===== src/source/mem_2r2w_pkg.sv =====
`default_nettype none

package mem_2r2w_pkg;

  // port counts are fixed by the banking scheme.
  localparam int NUM_RD_PORTS = 2;
  localparam int NUM_WR_PORTS = 2;

  // default geometry; the top level passes these down.
  localparam int DEFAULT_WIDTH    = 32;
  localparam int DEFAULT_NUM_VBNK = 8;
  localparam int DEFAULT_NUM_VROW = 64;

  // address layout: bank index in the low bits, row index above it.

endpackage

`default_nettype wire


===== src/source/row_cache.sv =====
`default_nettype none

module row_cache
  import mem_2r2w_pkg::*;
#(
  parameter int WIDTH    = DEFAULT_WIDTH,
  parameter int NUM_VROW = DEFAULT_NUM_VROW,
  localparam int ROW_W = $clog2(NUM_VROW)
) (
  input  logic                               clk,
  input  logic                               wr_en,
  input  logic [ROW_W-1:0]                   wr_row,
  input  logic [WIDTH-1:0]                   wr_data,
  input  logic [ROW_W-1:0]                   evict_row,
  output logic [WIDTH-1:0]                   evict_data,
  input  logic [NUM_RD_PORTS-1:0][ROW_W-1:0] rd_row,
  output logic [NUM_RD_PORTS-1:0][WIDTH-1:0] rd_data
);

  logic [WIDTH-1:0] mem [NUM_VROW];

  always_ff @(posedge clk) begin
    if (wr_en) begin
      mem[wr_row] <= wr_data;
    end
  end

  // old word of the slot, read before the same-edge overwrite.
  assign evict_data = mem[evict_row];

  always_ff @(posedge clk) begin
    for (int p = 0; p < NUM_RD_PORTS; p++) begin
      rd_data[p] <= mem[rd_row[p]];
    end
  end

endmodule

`default_nettype wire


===== config.mk =====
export PLATFORM = sky130hd
export DESIGN_NAME = row_cache
export DESIGN_NICKNAME = d
export VERILOG_FILES = /design/src/source/mem_2r2w_pkg.sv /design/src/source/row_cache.sv
export SDC_FILE = /design/constraint.sdc
export NUM_CORES = 2
export LEC_CHECK = 0
export BUFFER_PORTS_ARGS = -buffer_cell sky130_fd_sc_hd__buf_2
export CORE_UTILIZATION = 55
export CTS_CLUSTER_DIAMETER = 60
export DETAILED_ROUTE_END_ITERATION = 6
export PLACE_DENSITY = 0.71
export REMOVE_ABC_BUFFERS = 1
export SKIP_LAST_GASP = 1
export SYNTH_ARGS = -nofsm -noshare
export SYNTH_HDL_FRONTEND = slang
export SYNTH_SLANG_ARGS = --single-unit

===== constraint.sdc =====
create_clock -name clk -period 7.65 [get_ports clk]
set_input_delay 0 -clock clk [delete_from_list [all_inputs] [get_ports clk]]
set_output_delay 0 -clock clk [all_outputs]
set_load 0.02 [all_outputs]

# After elaboration in Yosys (flattened, before gate mapping)
# Memory sizes are Yosys's and may differ from the RTL's. A register that Yosys moved wholly into a read port is not among the register bits.
# Cells that the tools add are included.
# classes
n_mux	2
# op_table
op	n
$mux 1	2
# totals
register_bits	0
ramBits	2048
in_bits	58
word_cells	3
memories	1
# memory_table
memory	depth	width	read_ports	rd_clocked_by_memory_dff	wr	line	source
mem	64	32	3	2	1	row_cache.sv:20	logic [WIDTH-1:0] mem [NUM_VROW];

# Depth between registers and ports, before layout
# depth
ltp_word	2
depth_mapped	10
depth_no_buf	5

# Worst setup path before layout
# OpenSTA, ideal clock, no wires.
# synth_path
path_type	input-to-reg
from	input wr_row[3]
to	memory mem[48][0] (netlist name) (enable)
setup_time_ps	461
t_arrival_ps	2699
required_time_ps	7189
slack_ps	4490
cell_stages	4
n_path_buf	1
path_cell_list	clkbuf_1 nor2b_1 nand4b_1 nor3_1
# synth_rtl
item	line	source
start, declared	row_cache.sv:12	input logic [ROW_W-1:0] wr_row,
end, declared	row_cache.sv:20	
# Straight into the memory's write port.

# Worst setup path after layout
# layout_path
from	input evict_row[1]
to	output evict_data[13]
# layout_via
elab_chain_cells	1
# layout_lines
item	line	source
start, declared	row_cache.sv:14	input logic [ROW_W-1:0] evict_row,
$mem_v2 64x32	n/a	
end, declared	row_cache.sv:15	output logic [WIDTH-1:0] evict_data,
# No other way between the ends.

==> metrics.md <==
| Metric | Value |
|---|---|
| Status | `finished clean` |
| Max Clk Rate | `0.285 GHz` |
| Die area | `206000 um2` |
| Syn avg cell area | `20.5 um2` |
| Max-slew violation count | `0` |
| Sequential cell area fraction in the yosys report | `56.0%` |
| Core area | `202000 um2` |
| Area leader, netlist | `edfxtp_1` |
| CP Capture Type | `output port` |
| Most frequent cell after synthesis | `edfxtp_1` |
| First-pass GRT wire length | `534000 um` |
| Die Span X | `454 um` |
| Clock Latency Late Sink | `0.90 ns` |
| CP max FO | `39` |
| Final setup violation count | `0` |
| PnR worst setup slack | `4.14 ns` |
| Period Utilization, post-route | `45.9%` |
| Syn Std Cell Area | `112000 um2` |
| DRC viols | `0` |
| Crit path DAT | `3.51 ns` |
| LEAKAGE | `38.9 nW` |
| Global placement routability congestion | `0.914` |
| Worst-Margin Slew | `1.46 ns` |
| Clk root buf | `clkbuf_16` |
| Unrepaired setup endpoints after global routing | `false` |
| Number of enable flip-flop cells after synthesis | `2048` |
| Starting density of the core | `55.4%` |
| Yosys warning count | `0` |
| #FFs+latches synth | `2112` |
| Hold Path Class | `input pin to flip-flop` |
| Setup Crit Path Kind | `input pin to output port` |
| Hpwl dp | `217000 um` |
| Post-CTS Resized | `0` |
| Antenna Nets Post-Route | `0` |
| Vias in the first global route | `67433` |
| Die Ht | `454 um` |
| Fraction of layout instances using a drive strength above 1 | `44.2%` |
| Slew HR | `2.38%` |
| Top-area cell type share of the netlist area | `54.8%` |
| Final Hold Fails | `0` |
| Library cells used by synthesis | `50` |
| Total congestion overflow | `0` |
| Power density over cell area | `218 nW/um2` |
| Commonest cells in the netlist | `edfxtp_1, mux4_2, mux2i_1` |
| Fillers | `13883` |
| Max Cap Viol | `0` |
| H-Tree Depth | `4` |
| Layout Area Growth over Synthesis | `10.7%` |
| Largest net degree at the start of global routing | `114` |
| Final Routed Wirelength | `384000 um` |
| Sink Count | `2112` |
| Type of origin of the critical path | `input pin` |
| DP Worst Slack | `4.09 ns` |
| VDD IR-drop max | `0.000284 V` |
| Initial antenna violation count | `20` |
| Number of nets in the layout | `5610` |
| Dominant synthesized flop cell | `edfxtp_1` |
| CTS buffer count | `224` |
| Clk_skew | `0.0347 ns` |
| Worst-path clk slew | `0.06 ns` |
| Area contributors post-synth | `edfxtp_1, mux4_2, mux2i_1, dfxtp_1, buf_2` |
| Ys async rst share | `0%` |
| IO Port Bufs | `153` |
| Min cycle time layout | `3.51 ns` |
| Starting DRT DRC Count | `11446` |
| # rows | `165` |
| Max Root-Sink Buffers | `3` |
| Ports | `154` |
| Critical Path RT | `7.65 ns` |
| GRT Total Usage | `37.8%` |
| Synthesized netlist cell count | `5470` |
| Via density | `8.04` |
| First-pass DRT Iterations | `6` |
| Total vias in the final route | `67773` |
| CTS tree | `built` |
| TNS Setup | `0 ns` |
| DR WL/cell | `45.6 um` |
-- layout by cell type, fill, tap and decap left out, types with 11 or more instances in the layout --
master	netlist	layout
a2111oi_0	11	11
a211oi_1	32	32
a21oi_1	69	69
a221o_1	12	12
a221oi_1	12	12
a22oi_1	36	36
buf_12	0	25
buf_2	197	139
buf_4	46	143
bufinv_16	0	27
clkbuf_1	200	39
clkbuf_16	0	225
clkbuf_8	0	14
clkinv_1	1	35
clkinv_2	0	44
dfxtp_1	64	64
diode_2	0	11
dlygate4sd3_1	0	50
edfxtp_1	2048	2048
mux2_2	74	74
mux2i_1	339	339
mux4_2	1712	1712
nand2_1	114	111
nand3_1	18	18
nor2_1	129	64
nor2_4	0	62
nor2b_1	45	40
nor3_1	18	16
o211ai_1	42	42
o221ai_1	20	20
o22ai_1	70	70
-- report_power, final --
group	switching (mW)	leakage, nW	internal, mW
clock	4.79	3.68	6.46
combinational	1.70	16.3	1.27
sequential	0.0842	19.0	12.8
-- per-layer routing --
| metal | track usage [%] | vias up | part of all wire, % |
|---|---|---|---|
| met4 | 22.8 | 18 | 7.1 |
| met1 | 50.1 | 35936 | 33 |
| met2 | 55.2 | 5821 | 45 |
| li1 | - | 24776 | - |
| met3 | 12.0 | 1222 | 15 |
| met5 | 0 | - | 0.029 |
-- sequential cells by signal, indices dropped and copies added (netlist names) --
signal,cells
mem,2048
rd_data,64
-- layout make-up --
cell class / count / area, um2 / area share, %
inverters: 3 / 18.8 / 0.0151
diodes: 11 / 27.5 / 0.0222
flip-flops and latches: 2112 / 62800 / 50.6
well taps: 2672 / 3340 / 2.69
clock inverters: 138 / 1580 / 1.27
repair buffers: 370 / 2950 / 2.38
multi-input cells: 2841 / 47400 / 38.2
clock buffers: 278 / 5970 / 4.81
-- cell families (layout without fill, tap and decap cells) --
logic type,count (synthesis),after routing,synth area share (%)
flops,2112,2112,56.0
simple gates,368,368,1.48
buf+inv,517,789,2.20
mux,2125,2125,38.1
compound gates,348,348,2.20
other cells,0,11,0
-- worst max-delay path, stage by stage --
cell	delay (ns)
buf_8	0.28
buf_4	0.56
buf_4	0.67
mux4_2	0.35
mux2i_1	0.12
a221o_1	0.41
a21oi_1	0.65
buf_2	0.30
-- through the flow --
step | utilization [%] | power, mW | area, um2 | cells | hold slack (ns)
3_5_place_dp | 57.4 | 16.0 | 116000 | 7948 | 0.415
4_1_cts | 61.3 | 27.1 | 124000 | 8414 | 0.00839
5_1_grt | 61.3 | 27.7 | 124000 | 8421 | 0.0516
3_3_place_gp | 57.4 | 16.0 | 116000 | 7948 | 0.416
6_report | 61.3 | 27.1 | 124000 | 8425 | 0.0221
2_1_floorplan | - | 14.6 | 110000 | 4956 | 0.0989
-- repair_timing --
action                      CTS  global route
buffers inserted              0             0
hold endpoints to repair   2142             0
setup endpoints to repair     0             0
hold buffers                 50             0
-- worst paths after layout --
path / cells past startpoint / startpoint / endpoint / slack (ns)
worst min-delay path: 5 / rd_row[1] / rd_data[2] / 0.02
worst max-delay path: 8 / evict_row[1] / evict_data[13] / 4.14
worst min register to register: 4 / mem[60][26] / rd_data[58] / 0.95
worst max register to register: 4 / mem[31][4] / rd_data[4] / 5.52
Note: power is estimated with default switching activity, not from simulation.
