File: src/source/mem_2r2w_pkg.sv
`default_nettype none

package mem_2r2w_pkg;

  // port counts are fixed by the banking scheme.
  localparam int NUM_RD_PORTS = 2;
  localparam int NUM_WR_PORTS = 2;

  // default geometry; the top level passes these down.
  localparam int DEFAULT_WIDTH    = 32;
  localparam int DEFAULT_NUM_VBNK = 8;
  localparam int DEFAULT_NUM_VROW = 64;

  // address layout: bank index in the low bits, row index above it.

endpackage

`default_nettype wire

File: src/source/read_select.sv
`default_nettype none

module read_select
  import mem_2r2w_pkg::*;
#(
  parameter int WIDTH    = DEFAULT_WIDTH,
  parameter int NUM_VBNK = DEFAULT_NUM_VBNK,
  parameter int NUM_VROW = DEFAULT_NUM_VROW,
  localparam int BNK_W = $clog2(NUM_VBNK),
  localparam int ROW_W = $clog2(NUM_VROW),
  localparam int ADR_W = BNK_W + ROW_W
) (
  input  logic                               clk,
  input  logic                               rst,
  input  logic                               ready,
  input  logic [NUM_RD_PORTS-1:0]            read,
  input  logic [NUM_RD_PORTS-1:0][ADR_W-1:0] rd_adr,
  output logic [NUM_RD_PORTS-1:0][ROW_W-1:0] look_row,
  input  logic [NUM_RD_PORTS-1:0]            look_vld,
  input  logic [NUM_RD_PORTS-1:0][BNK_W-1:0] look_bank,
  output logic [NUM_RD_PORTS-1:0]            bank_rd_en,
  output logic [NUM_RD_PORTS-1:0][BNK_W-1:0] bank_rd_bank,
  output logic [NUM_RD_PORTS-1:0][ROW_W-1:0] bank_rd_row,
  output logic [NUM_RD_PORTS-1:0][ROW_W-1:0] cache_rd_row,
  input  logic [NUM_RD_PORTS-1:0][WIDTH-1:0] bank_rd_data,
  input  logic [NUM_RD_PORTS-1:0][WIDTH-1:0] cache_rd_data,
  output logic [NUM_RD_PORTS-1:0]            rd_vld,
  output logic [NUM_RD_PORTS-1:0][WIDTH-1:0] rd_dout
);

  logic [NUM_RD_PORTS-1:0] rd_en;
  logic [NUM_RD_PORTS-1:0] cache_hit;
  logic [NUM_RD_PORTS-1:0] sel_cache_q;

  always_comb begin
    for (int p = 0; p < NUM_RD_PORTS; p++) begin
      rd_en[p]        = read[p] & ready;
      look_row[p]     = rd_adr[p][ADR_W-1:BNK_W];
      // the cache slot holds this address only if it names the read bank.
      cache_hit[p]    = look_vld[p] & (look_bank[p] == rd_adr[p][BNK_W-1:0]);
      bank_rd_en[p]   = rd_en[p] & ~cache_hit[p];
      bank_rd_bank[p] = rd_adr[p][BNK_W-1:0];
      bank_rd_row[p]  = rd_adr[p][ADR_W-1:BNK_W];
      cache_rd_row[p] = rd_adr[p][ADR_W-1:BNK_W];
    end
  end

  always_ff @(posedge clk) begin
    if (rst) begin
      rd_vld      <= '0;
      sel_cache_q <= '0;
    end else begin
      rd_vld      <= rd_en;
      sel_cache_q <= cache_hit;
    end
  end

  always_comb begin
    for (int p = 0; p < NUM_RD_PORTS; p++) begin
      rd_dout[p] = sel_cache_q[p] ? cache_rd_data[p] : bank_rd_data[p];
    end
  end

endmodule

`default_nettype wire

File: config.mk
export PLATFORM = sky130hd
export DESIGN_NAME = read_select
export DESIGN_NICKNAME = d
export VERILOG_FILES = /design/src/source/mem_2r2w_pkg.sv /design/src/source/read_select.sv
export SDC_FILE = /design/constraint.sdc
export NUM_CORES = 1
export LEC_CHECK = 0
export BUFFER_PORTS_ARGS = -buffer_cell sky130_fd_sc_hd__buf_4
export CORE_AREA = 2 2 104 106
export DETAILED_ROUTE_END_ITERATION = 7
export DIE_AREA = 0 0 106 108
export SKIP_CTS_REPAIR_TIMING = 1
export SYNTH_ARGS = -nofsm -noshare
export SYNTH_HDL_FRONTEND = slang
export SYNTH_SLANG_ARGS = --single-unit
File: constraint.sdc
create_clock -name clk -period 2.3 [get_ports clk]
set_input_delay 0.115 -clock clk [delete_from_list [all_inputs] [get_ports clk]]
set_output_delay 0.115 -clock clk [all_outputs]
set_load 0.005 [all_outputs]
== Word-level counts from Yosys, hierarchy flattened ==
Cells that the tools add are included.

* Register bits after elaboration: 4

* Muxes and demuxes: 2
* Eq/ne operators: 2
* Bitwise gates (word level): 8

{| class="wikitable"
|+ Operator list
! operator !! count
|-
| 32-bit two-way mux || 2
|-
| 1-bit bitwise AND || 6
|-
| 3-bit == test || 2
|-
| 1-bit inverter || 2
|}

== Logic depth before layout (Yosys ltp) ==
* Word-level depth: 4
* Depth in mapped cells: 3

== Worst setup path after synthesis ==
Ideal clock, no wire load.

* Kind: register to output
* Start: reg sel_cache_q[0]
* End: out rd_dout[10] in the netlist's numbering
* Path buffers: 2
* Path slack: 1.314 ns
* Cell stages (with the launch flop): 4
* Required time: 2.185 ns
* Data arrival time: 0.871 ns
* Path through: dfxtp_1 buf_6 buf_12 mux2_4

{| class="wikitable"
|+ RTL lines
! what !! line !! text
|-
| start: declaration || read_select.sv:33 || <nowiki>logic [NUM_RD_PORTS-1:0] sel_cache_q;</nowiki>
|-
| start signal: assignment || read_select.sv:54 || <nowiki>sel_cache_q <= cache_hit;</nowiki>
|-
| end: declaration || read_select.sv:28 || <nowiki>output logic [NUM_RD_PORTS-1:0][WIDTH-1:0] rd_dout</nowiki>
|}

==> results by group <==
Cells and area
  • Ant. Diodes: 0
  • Area added between synthesis and finish: 90.6%
  • Fillcell total: 1072
  • Layout Nets: 470
  • Finished Cell Area: 0.00302 mm^2
  • Share of layout cells above drive strength 1: 0.942

Setup path
  • Critical path class: reg2out
  • Critical path capture point type: primary output
  • Crit start category: flip-flop
  • Most used cell along the critical path: buf_4
  • CP top delay family: buffers and inverters
  • Max incr delay on CP: 0.45 ns
  • CP Max Fanout: 32
  • CP Data Required Time: 2.18 ns
  • Worst path bufs/invs: 2
  • Worst EP arrival: 1.52 ns
  • CP Cell Sequence: buf_4 > mux2_2 > buf_4
  • Max stage delay cell, worst path: buf_4

Detailed routing
  • Vias per std cell: 3.65
  • Remaining DRCs: 0
  • 1st-iter DRT viols: 44
  • Routed WL per cell: 12.8 um
  • Total wire length: 5690 um
  • Post-route ant nets: 0
  • Initial DRT Pass Iterations: 2
  • Via Count: 1626

Clocking
  • Clock Sinks: 4
  • CTS clk-pin slew, worst paths: 0.03 ns
  • TritonCTS Buffers: 3
  • Root Buffer: clkbuf_8
  • Max clock buf depth: 2
  • CTS H-tree depth: 1
  • CTS tree: yes

STA
  • Slew margin rel.: 0.626
  • Fmax: 613 MHz
  • Min cycle time layout: 1.63 ns
  • Final Hold Viols: 0
  • Final Max Slew Viols: 0
  • TNS Setup: 0 ns
  • Final Setup Violations: 0
  • Final period util: 0.710
  • Worst-Margin Slew: 0.560 ns
  • RSZ-0062 raised after global routing: false
  • Final hold slack: 0.0817 ns

Synthesis
  • Register bit count reported by yosys: 4
  • Synth cell types: 11
  • Synth area leaders: mux2_4 57%, buf_4 20%, buf_12 7.6%, dfxtp_1 5.1%, xnor2_1 3.3%
  • Syn_nets: 293
  • Synth area leader: mux2_4
  • Syn. warnings: 0
  • Sequential area share after synthesis: 0.0506
  • Cells after synthesis: 134
  • Mean Syn Cell Area: 11.8 um^2
  • Post-Syn Area: 0.00158 mm^2
  • Share of the synthesized area in the top cell type: 0.569

Place
  • GP Congestion: 0.688
  • Dpl hpwl: 4970 um
  • IO Port Bufs: 220
  • Placement Cell Area: 0.00298 mm^2

Die
  • Die Wd: 106 um
  • I/O pin total: 269
  • # rows: 37
  • Core Region: 0.0102 mm^2
  • Full die area: 0.0114 mm^2
  • Effective utilization at floorplan: 0.155
  • Die extent in y: 108 um

Global routing
  • Gr usage total: 0.0827
  • Met1 Track Usage GR: 0.0853
  • Met3 Usage GRT: 0.0163
  • Global route hottest layer: met2
  • Grt ovf: 0
  • Initial antenna violation count: 0
  • First-pass GRT wire length: 7820 um
  • Met2 Usage GRT: 0.163
  • Largest net degree at the start of global routing: 33
  • Vias in the first global route: 1593

Power and ir drop
  • P per Cell Area: 233 mW/mm^2
  • Leak: 0.00158 uW
  • Tot Pwr: 703 uW
  • Worst VDD drop: 192 uV

Run
  • Maximum capacitance violations: 0

Worst hold path
  • Worst hold path type: in2reg

Outcome
  • Run status: complete, no violations
==> stage by stage <==
| step | worst slack (ns) | cells | util |
|---|---|---|---|
| 3_3_place_gp | 0.903 | 442 | 0.291 |
| 3_5_place_dp | 0.890 | 442 | 0.291 |
| 2_1_floorplan | 1.31 | 134 | - |
| 6_report | 0.667 | 445 | 0.295 |
| 4_1_cts | 0.654 | 445 | 0.295 |
| 5_1_grt | 0.602 | 445 | 0.295 |
==> cells in the final DEF (no fill, tap or decap), drive strengths merged <==
master	n
buf	222
mux2	64
xnor2	6
nor2	4
dfxtp	4
clkbuf	3
nand2	2
nand4	2
nor2b	2
==> cell families after synthesis <==
kind of cell,count (synthesis),share of synthesized area
multiplexers,64,0.597
buffers and inverters,50,0.289
XOR/XNOR,6,0.0332
AND/OR/NAND/NOR,10,0.0300
flip-flops,4,0.0506
==> final cells by class <==
| cell class | count | area [um^2] | share of cell area |
|---|---|---|---|
| sequential | 4 | 82.6 | 0.0274 |
| multi-input combinational | 80 | 1050 | 0.346 |
| timing repair buffer | 222 | 1680 | 0.556 |
| tap | 136 | 170 | 0.0564 |
| clock buffer | 3 | 41.3 | 0.0137 |
==> state kept, by name, summed over array words and instances, names as in the netlist <==
name	count
rd_vld	2
sel_cache_q	2
==> worst paths after layout <==
path / start / end / slack (ns) / cells after the start
hold / removal: rst / sel_cache_q[0] / 0.08 / 2
setup / recovery: sel_cache_q[1] / rd_dout[61] / 0.67 / 3
==> per-layer routing <==
metal | wire length (um) | vias up | share of wire
met1 | 1810 | 725 | 0.32
li1 | - | 770 | -
met3 | 645 | 20 | 0.11
met2 | 3140 | 111 | 0.55
met4 | 99 | 0 | 0.017
met5 | 0 | - | 0
==> cells in the mapped netlist (all sizes together) <==
master  count
mux2       64
buf        50
xnor2       6
dfxtp       4
nor2        4
nand2       2
nand4       2
nor2b       2
==> report_power, final <==
group | total, uW | internal [uW] | switching [uW]
registers | 75.3 | 72.4 | 2.83
logic | 482 | 359 | 123
clock network | 146 | 111 | 34.4
total | 703 | 543 | 161
Power figures use the tool's default switching activity.
