$ cat config.mk
export PLATFORM = sky130hd
export DESIGN_NAME = write_steer
export DESIGN_NICKNAME = d
export VERILOG_FILES = /design/src/source/mem_2r2w_pkg.sv /design/src/source/write_steer.sv
export SDC_FILE = /design/constraint.sdc
export NUM_CORES = 1
export LEC_CHECK = 0
export BUFFER_PORTS_ARGS = -buffer_cell sky130_fd_sc_hd__buf_2
export CORE_AREA = 3 3 113 115
export DETAILED_ROUTE_END_ITERATION = 10
export DIE_AREA = 0 0 116 118
export GPL_TIMING_DRIVEN = 0
export PLACE_DENSITY = 0.57
export SETUP_SLACK_MARGIN = 0.15
export SYNTH_ARGS = -nofsm -noshare
export SYNTH_HDL_FRONTEND = slang
export SYNTH_SLANG_ARGS = --single-unit
$ cat constraint.sdc
create_clock -name vclk -period 2.19
set_input_delay 0.219 -clock vclk [all_inputs]
set_output_delay 0.219 -clock vclk [all_outputs]
set_load 0.02 [all_outputs]
$ cat src/source/mem_2r2w_pkg.sv
`default_nettype none

package mem_2r2w_pkg;

  // port counts are fixed by the banking scheme.
  localparam int NUM_RD_PORTS = 2;
  localparam int NUM_WR_PORTS = 2;

  // default geometry; the top level passes these down.
  localparam int DEFAULT_WIDTH    = 32;
  localparam int DEFAULT_NUM_VBNK = 8;
  localparam int DEFAULT_NUM_VROW = 64;

  // address layout: bank index in the low bits, row index above it.

endpackage

`default_nettype wire

$ cat src/source/write_steer.sv
`default_nettype none

module write_steer
  import mem_2r2w_pkg::*;
#(
  parameter int WIDTH    = DEFAULT_WIDTH,
  parameter int NUM_VBNK = DEFAULT_NUM_VBNK,
  parameter int NUM_VROW = DEFAULT_NUM_VROW,
  localparam int BNK_W = $clog2(NUM_VBNK),
  localparam int ROW_W = $clog2(NUM_VROW),
  localparam int ADR_W = BNK_W + ROW_W
) (
  input  logic                               clk,
  input  logic                               rst,
  input  logic                               ready,
  input  logic [NUM_WR_PORTS-1:0]            write,
  input  logic [NUM_WR_PORTS-1:0][ADR_W-1:0] wr_adr,
  input  logic [NUM_WR_PORTS-1:0][WIDTH-1:0] din,
  output logic [NUM_WR_PORTS-1:0][ROW_W-1:0] map_wr_row,
  input  logic [NUM_WR_PORTS-1:0]            map_wr_vld,
  input  logic [NUM_WR_PORTS-1:0][BNK_W-1:0] map_wr_bank,
  output logic [ROW_W-1:0]                   evict_row,
  input  logic [WIDTH-1:0]                   evict_data,
  output logic                               bank_a_en,
  output logic [BNK_W-1:0]                   bank_a_bank,
  output logic [ROW_W-1:0]                   bank_a_row,
  output logic [WIDTH-1:0]                   bank_a_data,
  output logic                               bank_b_en,
  output logic [BNK_W-1:0]                   bank_b_bank,
  output logic [ROW_W-1:0]                   bank_b_row,
  output logic [WIDTH-1:0]                   bank_b_data,
  output logic                               cache_en,
  output logic [ROW_W-1:0]                   cache_row,
  output logic [WIDTH-1:0]                   cache_data,
  output logic [NUM_WR_PORTS-1:0]            upd_en,
  output logic [NUM_WR_PORTS-1:0][ROW_W-1:0] upd_row,
  output logic [NUM_WR_PORTS-1:0]            upd_vld,
  output logic [NUM_WR_PORTS-1:0][BNK_W-1:0] upd_bank
);

  logic [NUM_WR_PORTS-1:0][BNK_W-1:0] wr_bank;
  logic [NUM_WR_PORTS-1:0][ROW_W-1:0] wr_row;
  logic [NUM_WR_PORTS-1:0]            wr_en;
  logic                               same_adr;
  logic                               w0, w1;
  logic                               conflict;
  logic                               evicting;

  always_comb begin
    for (int i = 0; i < NUM_WR_PORTS; i++) begin
      wr_bank[i] = wr_adr[i][BNK_W-1:0];
      wr_row[i]  = wr_adr[i][ADR_W-1:BNK_W];
      wr_en[i]   = write[i] & ready;
    end
  end

  // port 1 wins when both ports hit one address.
  assign same_adr = wr_en[0] & wr_en[1] & (wr_adr[0] == wr_adr[1]);
  assign w0       = wr_en[0] & ~same_adr;
  assign w1       = wr_en[1];
  assign conflict = w0 & w1 & (wr_bank[0] == wr_bank[1]);

  // slot of row r1 holds another bank's word.
  assign evicting = conflict & map_wr_vld[1] & (map_wr_bank[1] != wr_bank[1]);

  assign map_wr_row = wr_row;
  assign evict_row  = wr_row[1];

  assign bank_a_en   = w0;
  assign bank_a_bank = wr_bank[0];
  assign bank_a_row  = wr_row[0];
  assign bank_a_data = din[0];

  // port b carries write 1, or the write-back of an evicted word.
  assign bank_b_en   = conflict ? evicting : w1;
  assign bank_b_bank = conflict ? map_wr_bank[1] : wr_bank[1];
  assign bank_b_row  = wr_row[1];
  assign bank_b_data = conflict ? evict_data : din[1];

  assign cache_en   = conflict;
  assign cache_row  = wr_row[1];
  assign cache_data = din[1];

  // a direct bank write makes a cached copy of that address stale.
  assign upd_en[0]   = w0 & map_wr_vld[0] & (map_wr_bank[0] == wr_bank[0]);
  assign upd_row[0]  = wr_row[0];
  assign upd_vld[0]  = 1'b0;
  assign upd_bank[0] = wr_bank[0];

  assign upd_en[1]   = conflict | (w1 & map_wr_vld[1] & (map_wr_bank[1] == wr_bank[1]));
  assign upd_row[1]  = wr_row[1];
  assign upd_vld[1]  = conflict;
  assign upd_bank[1] = wr_bank[1];

  a_no_bank_collision: assert property (@(posedge clk) disable iff (rst)
    !(bank_a_en && bank_b_en && (bank_a_bank == bank_b_bank)))
    else $error("bank ports a and b write the same bank");

endmodule

`default_nettype wire

======== Yosys cells after proc, flatten, opt, wreduce, memory -nomap -nowiden ========
Index checks and enable logic that the tools add are counted.
word-level totals
  RAM bits ................................ 0
  memory bits (read-only) ................. 0
  memories kept ........................... 0
  word-level logic and storage cells ...... 23
  register bits ........................... 0
  bits in latches ......................... 0
cells by class
  shift operators ......................... 0
  equality and inequality tests ........... 5
  bitwise logic cells ..................... 15
  add/sub/neg operators ................... 0
  $mul .................................... 0
  multiplexer cells ....................... 3
  div/mod/pow operators ................... 0
  order comparisons ....................... 0
  reduce and logical (&&, ||, !) cells .... 0
operators by type and width
  kind                count
  two-way mux 32 bit  1
  AND 1 bit           13
  == test 3 bit       3
  == test 9 bit       1
  two-way mux 3 bit   1
  != test 3 bit       1
  two-way mux 1 bit   1
  NOT 1 bit           1
  OR 1 bit            1

======== Logic depth before layout (Yosys ltp) ========
Gate-level depths: netlist (run 1).
  depth after elaboration ................. 10
  mapped depth ............................ 6

======== Least setup slack after synthesis (run 1) ========
No wires, ideal clock.
  path type ............................... input to output
  start ................................... input port wr_adr[11] in the netlist's numbering
  end ..................................... output port bank_b_en
  stages .................................. 6
  data required time ...................... 1.971 ns
  data arrival time ....................... 1.597 ns
  path buffers ............................ 2
  setup slack ............................. 0.374 ns
  path through ............................ xor2_1 > nor4_1 > o2111a_2 > buf_6 > buf_12 > mux2i_1
between the ends
  cells in the longest elaborated chain, start to end .. 9
RTL lines
  what                    line               text
  start, declared         write_steer.sv:17  input logic [NUM_WR_PORTS-1:0][ADR_W-1:0] wr_adr,
  == test 9 bit           write_steer.sv:58  assign same_adr = wr_en[0] & wr_en[1] & (wr_adr[0] == wr_adr[1]);
  AND 1 bit               write_steer.sv:58
  NOT 1 bit               write_steer.sv:59  assign w0 = wr_en[0] & ~same_adr;
  AND 1 bit               write_steer.sv:59
  AND 1 bit               write_steer.sv:61  assign conflict = w0 & w1 & (wr_bank[0] == wr_bank[1]);
  AND 1 bit (*)           write_steer.sv:61
  net cache_en            write_steer.sv:32  output logic cache_en,
  AND 1 bit (2 in a row)  write_steer.sv:64  assign evicting = conflict & map_wr_vld[1] & (map_wr_bank[1] != wr_bank[1]);
  two-way mux 1 bit (*)   write_steer.sv:75  assign bank_b_en = conflict ? evicting : w1;
  end, declared           write_steer.sv:28  output logic bank_b_en,
The timed path passes the listed nets; every way through them passes the cells marked *.

======== Worst setup path after layout (run 1) ========
  start ................................... input port wr_adr[2] in the netlist's numbering
  end ..................................... output port bank_b_data[25]
between the ends
  cells in the longest elaborated chain, start to end .. 7
RTL lines
  what                    line               text
  == test 9 bit           write_steer.sv:58
  AND 1 bit               write_steer.sv:58
  NOT 1 bit               write_steer.sv:59
  AND 1 bit               write_steer.sv:59
  AND 1 bit               write_steer.sv:61
  AND 1 bit (*)           write_steer.sv:61
  two-way mux 32 bit (*)  write_steer.sv:78  assign bank_b_data = conflict ? evict_data : din[1];
  end, declared           write_steer.sv:31  output logic [WIDTH-1:0] bank_b_data,
Every way passes the cells marked *; elsewhere a longest branch is shown, timed or not.

==> qor.yml, run 1 <==
dp.cells: 593
viasPerCell: 3.472
grt.total_usage_pct: 8.126
power.net_switching_uw: 386.7
hold_path.class: "input port to output port"
synth.cell_area_sq_mm: 0.001669
leakage_uw: 0.002125
power-per-cell-area_mw_per_mm2: 220.7
drt_iter0_markers: 34
yosys.area.top_type: "buf_4"
post_synth_main_area_contributors: "buf_4, mux2_4, mux2_2"
drtPass1Iterations: 3
critPathRequiredTime_ns: 1.97
irDropWorstVdd_mv: 0.1045
register_area_sq_um: 0
synth-seq-area-share_pct: 0
std_cell_core_area_sq_mm: 0.01191
timing.final.setup_violations: 0
routed-via-count: 2090
cp.arrival_ns: 1.79
timing_hold_violations_final: 0
route.antenna.remaining_nets: 0
postPlaceCellArea_sq_mm: 0.003129
pin_count_of_the_biggest_net_entering_global_routing: 12
synth.distinct_cells: 20
drt_drc_violations_left: 0
rsz0062_at_grt: "yes"
timing.setup.critical_path_class: "input port to output port"
layout.cell_area.non_filler_sq_mm: 0.003664
post_synth_net_total: 318
routabilityCongestion: 0.7537
crit_buf_inv: 4
routed-wl-met2_um: 3762
row_count: 40
crit_chain: "buf_12, xor2_4, nor4_2, o2111a_2, buf_12, clkbuf_16, mux2_4, buf_6"
numSequentialCells: 0
clock_power_share_pct: 0
met3WireLength_um: 621
detail_route.wirelength.met1_um: 2572
grt_first_pass_wirelength_um: 9384
min_clock_period_post_route_ns: 2.008
fp.dieArea_sq_mm: 0.01369
timing.final.max_slew_violations: 0
seq_power_share_pct: 0
fin_nets: 584
power.switching_fraction_pct: 47.83
fin_tns_setup_ns: 0
run_status: "finished clean"
power_frac_comb_pct: 100.0
route.final.wire_length_um: 6956
synth_cells: 191
ys.warnings.count: 0
area_growth_syn_to_layout_pct: 119.5
critical_path.max_fanout: 6
endpoint_kind: "output port"
pin_count: 290
max_stage_delay_ns: 0.29
dp_hpwl_um: 5911
num-clock-buffers: 0
share_of_the_synthesized_area_in_the_top_cell_type_pct: 55.77
achievable-frequency_ghz: 0.4981
startpoint_type: "input port"
postSynthAreaPerCell_sq_um: 8.739
wire_per_inst_um: 11.55
maxCapViolations: 0
final-instance-count-excl-fill: 602
ratio_of_cells_with_drive_above_1_in_the_final_layout_pct: 94.95
min_period_over_period_pct: 91.67
critical_path.most_common_cell: "buf_12"
highest_layer: "met3"
antenna_found_initial: 0
crit_slowest_cell: "mux2_4"
first_global_vias: 1927
floorplan.initialDensity_pct: 14.01
num_antenna_cells: 0
die_w_um: 116
grt_overflow_total: 0
critical-path-top-delay-family: "buffers and inverters"
layout.cells.most_common_list: "buf_2, buf_4, buf_6"
number_of_buffers_inserted_by_port_buffering: 255
commonest_non_fill_non_tap_cell_in_the_layout: "buf_2"
die_height_um: 118
power_report.internal_total_uw: 421.7
-- repair_timing --
action | in CTS | in global routing
gates resized for setup | 31 | 84
cloned | 1 | 2
pin swaps | 2 | 6
hold buffers | 0 | 0
endpoints found under the setup margin | 23 | 36
buffers inserted | 3 | 3
-- metrics by stage --
step / hold slack, ns / total power, uW / util [%] / setup WS (ns)
3_5_place_dp: 0.6564 / 724.9 / 26.27 / 0.02200
3_3_place_gp: 0.6575 / 720.4 / 26.27 / 0.03395
2_1_floorplan: 0.5506 / 458.9 / - / 0.3745
4_1_cts: 0.6566 / 749.4 / 27.74 / 0.1131
5_1_grt: 0.6604 / 861.3 / 30.76 / 0.09797
6_report: 0.6551 / 808.4 / 30.76 / 0.1824
-- cell type report --
type / instances / area [sq um]
Fill cell: 1230 / 8248
Timing Repair Buffer: 264 / 1679
Buffer: 127 / 998.5
Multi-Input combinational cell: 64 / 802.0
Tap cell: 147 / 183.9
-- power groups by stage --
stage / registers (uW) / logic (uW) / clock network [uW]
6_report: 0 / 808 / 0
5_1_grt: 0 / 861 / 0
4_1_cts: 0 / 749 / 0
3_5_place_dp: 0 / 725 / 0
3_3_place_gp: 0 / 720 / 0
2_1_floorplan: 0 / 459 / 0
-- cell families after synthesis --
family          after synthesis  share of synthesized area (%)
compound gates                3                          1.949
xor+xnor                     15                          7.871
buf+inv                     127                          58.85
mux                          36                          28.04
other cells                   1                         0.2247
simple gates                  9                          3.074
-- final timing paths --
path,start,end,cells after the start
min,din[24],bank_a_data[24],2
max,wr_adr[2],bank_b_data[25],8
-- metal layers --
layer	vias up	track usage, %
li1	1033	-
met1	916	9.969
met2	141	16.12
met3	0	0.4627
met4	0	0
met5	-	0
-- cells in the mapped netlist (all sizes together) --
| library cell | n |
|---|---|
| xnor2 | 7 |
| and4 | 1 |
| conb | 1 |
| or4 | 1 |
| nand2 | 2 |
| nor3 | 1 |
| nor2 | 1 |
| mux2i | 1 |
| buf | 127 |
| xor2 | 8 |
| o2111a | 1 |
| mux2 | 35 |
| nor4 | 1 |
| nand4 | 1 |
| nand2b | 1 |
| o311a | 1 |
| a41o | 1 |
Note: power is estimated with default switching activity, not from simulation.
==> inputs of run 2 (changes only) <==
Settings changed: PLACE_DENSITY 0.57 to default, PLACE_DENSITY_LB_ADDON from default to 0.25.
==> qor.yml, run 2 (synthesis gave the netlist of run 1 again) <==
wire_per_inst_um: 11.39
grt_first_pass_wirelength_um: 9404
fin_tns_setup_ns: 0
viasPerCell: 3.439
pin_count_of_the_biggest_net_entering_global_routing: 11
min_period_over_period_pct: 91.84
commonest_non_fill_non_tap_cell_in_the_layout: "buf_2"
worstHoldStart: "din[17]"
min_clock_period_post_route_ns: 2.011
achievable-frequency_ghz: 0.4972
fp.dieArea_sq_mm: 0.01369
route.final.wire_length_um: 6848
std_cell_core_area_sq_mm: 0.01191
run_status: "finished clean"
irDropWorstVdd_mv: 0.07658
num-clock-buffers: 0
drt_drc_violations_left: 0
timing.final.setup_violations: 0
num_antenna_cells: 0
post_cts_hold_buffer_count: 0
die_w_um: 116
crit_path_start: "wr_adr[10]"
layout.cells.most_common_list: "buf_2, buf_4, buf_6"
antenna_found_initial: 0
leakage_uw: 0.002059
drtPass1Iterations: 4
timing_hold_violations_final: 0
timing.final.max_slew_violations: 0
pin_count: 290
floorplan.initialDensity_pct: 14.01
dp_worst_setup_slack_ns: 0.05119
endpoint_kind: "output port"
dp_hpwl_um: 6085
die_height_um: 118
register_area_sq_um: 0
hold_path.class: "input port to output port"
routed-via-count: 2067
timing.setup.critical_path_class: "input port to output port"
grt_overflow_total: 0
route.antenna.remaining_nets: 0
fin_nets: 583
routabilityCongestion: 0.8190
numSequentialCells: 0
grt.total_usage_pct: 8.243
drt_iter0_markers: 16
maxCapViolations: 0
ratio_of_cells_with_drive_above_1_in_the_final_layout_pct: 95.15
rsz0062_at_grt: "yes"
critPathRequiredTime_ns: 1.97
cp.arrival_ns: 1.79
row_count: 40
area_growth_syn_to_layout_pct: 110.4
critical_path.max_fanout: 6
number_of_buffers_inserted_by_port_buffering: 255
power-per-cell-area_mw_per_mm2: 222.4
postLayoutSetupSlackWorst_ns: 0.1786
startpoint_type: "input port"
first_global_vias: 1974
-- run 2: per-stage QoR --
stage	hold WS [ns]	instances	power, uW	instance area (sq um)	utilization, %
floorplan	0.5506	191	458.9	1669	-
global placement	0.6573	593	724.1	3129	26.27
detailed placement	0.6561	593	727.2	3129	26.27
CTS	0.6560	597	747.2	3279	27.53
global route	0.6616	601	835.4	3512	29.49
finish	0.6545	601	780.9	3512	29.49
-- run 2: final timing paths --
kind	endpoint	slack, ns	cells past startpoint
worst min-delay path	bank_a_data[17]	0.65	2
worst max-delay path	bank_b_data[24]	0.18	8
-- run 2: final cells by class --
cell class	instances	area, sq um
tap	147	183.9
multi-input combinational	64	759.5
buffer	127	991.0
timing repair buffer	263	1578
fill	1300	8399
-- run 2: timing repair --
item / 4_1_cts / 5_1_grt
pin swaps: 3 / 5
resized for setup: 21 / 56
gates cloned: 2 / 1
setup buffers: 2 / 3
setup endpoints to repair: 18 / 36
-- run 2: worst max-delay path, stage by stage --
cell and delay, ns:
buf_12 0.11, xor2_4 0.18, nor4_2 0.26, o2111a_2 0.29, buf_12 0.15, clkbuf_16 0.15, mux2_4 0.30, buf_6 0.13
-- run 2: report_power, final --
part / internal, uW / total (uW) / switching, uW
logic: 400 / 781 / 380
clock network: 0 / 0 / 0
registers: 0 / 0 / 0
-- run 2: routing by layer --
layer / wire length [um] / vias up / global-route usage [%]
met5: 0 / - / 0
li1: - / 1028 / -
met1: 2499 / 904 / 9.824
met2: 3778 / 135 / 16.55
met4: 0 / 0 / 0
met3: 570 / 0 / 0.6684
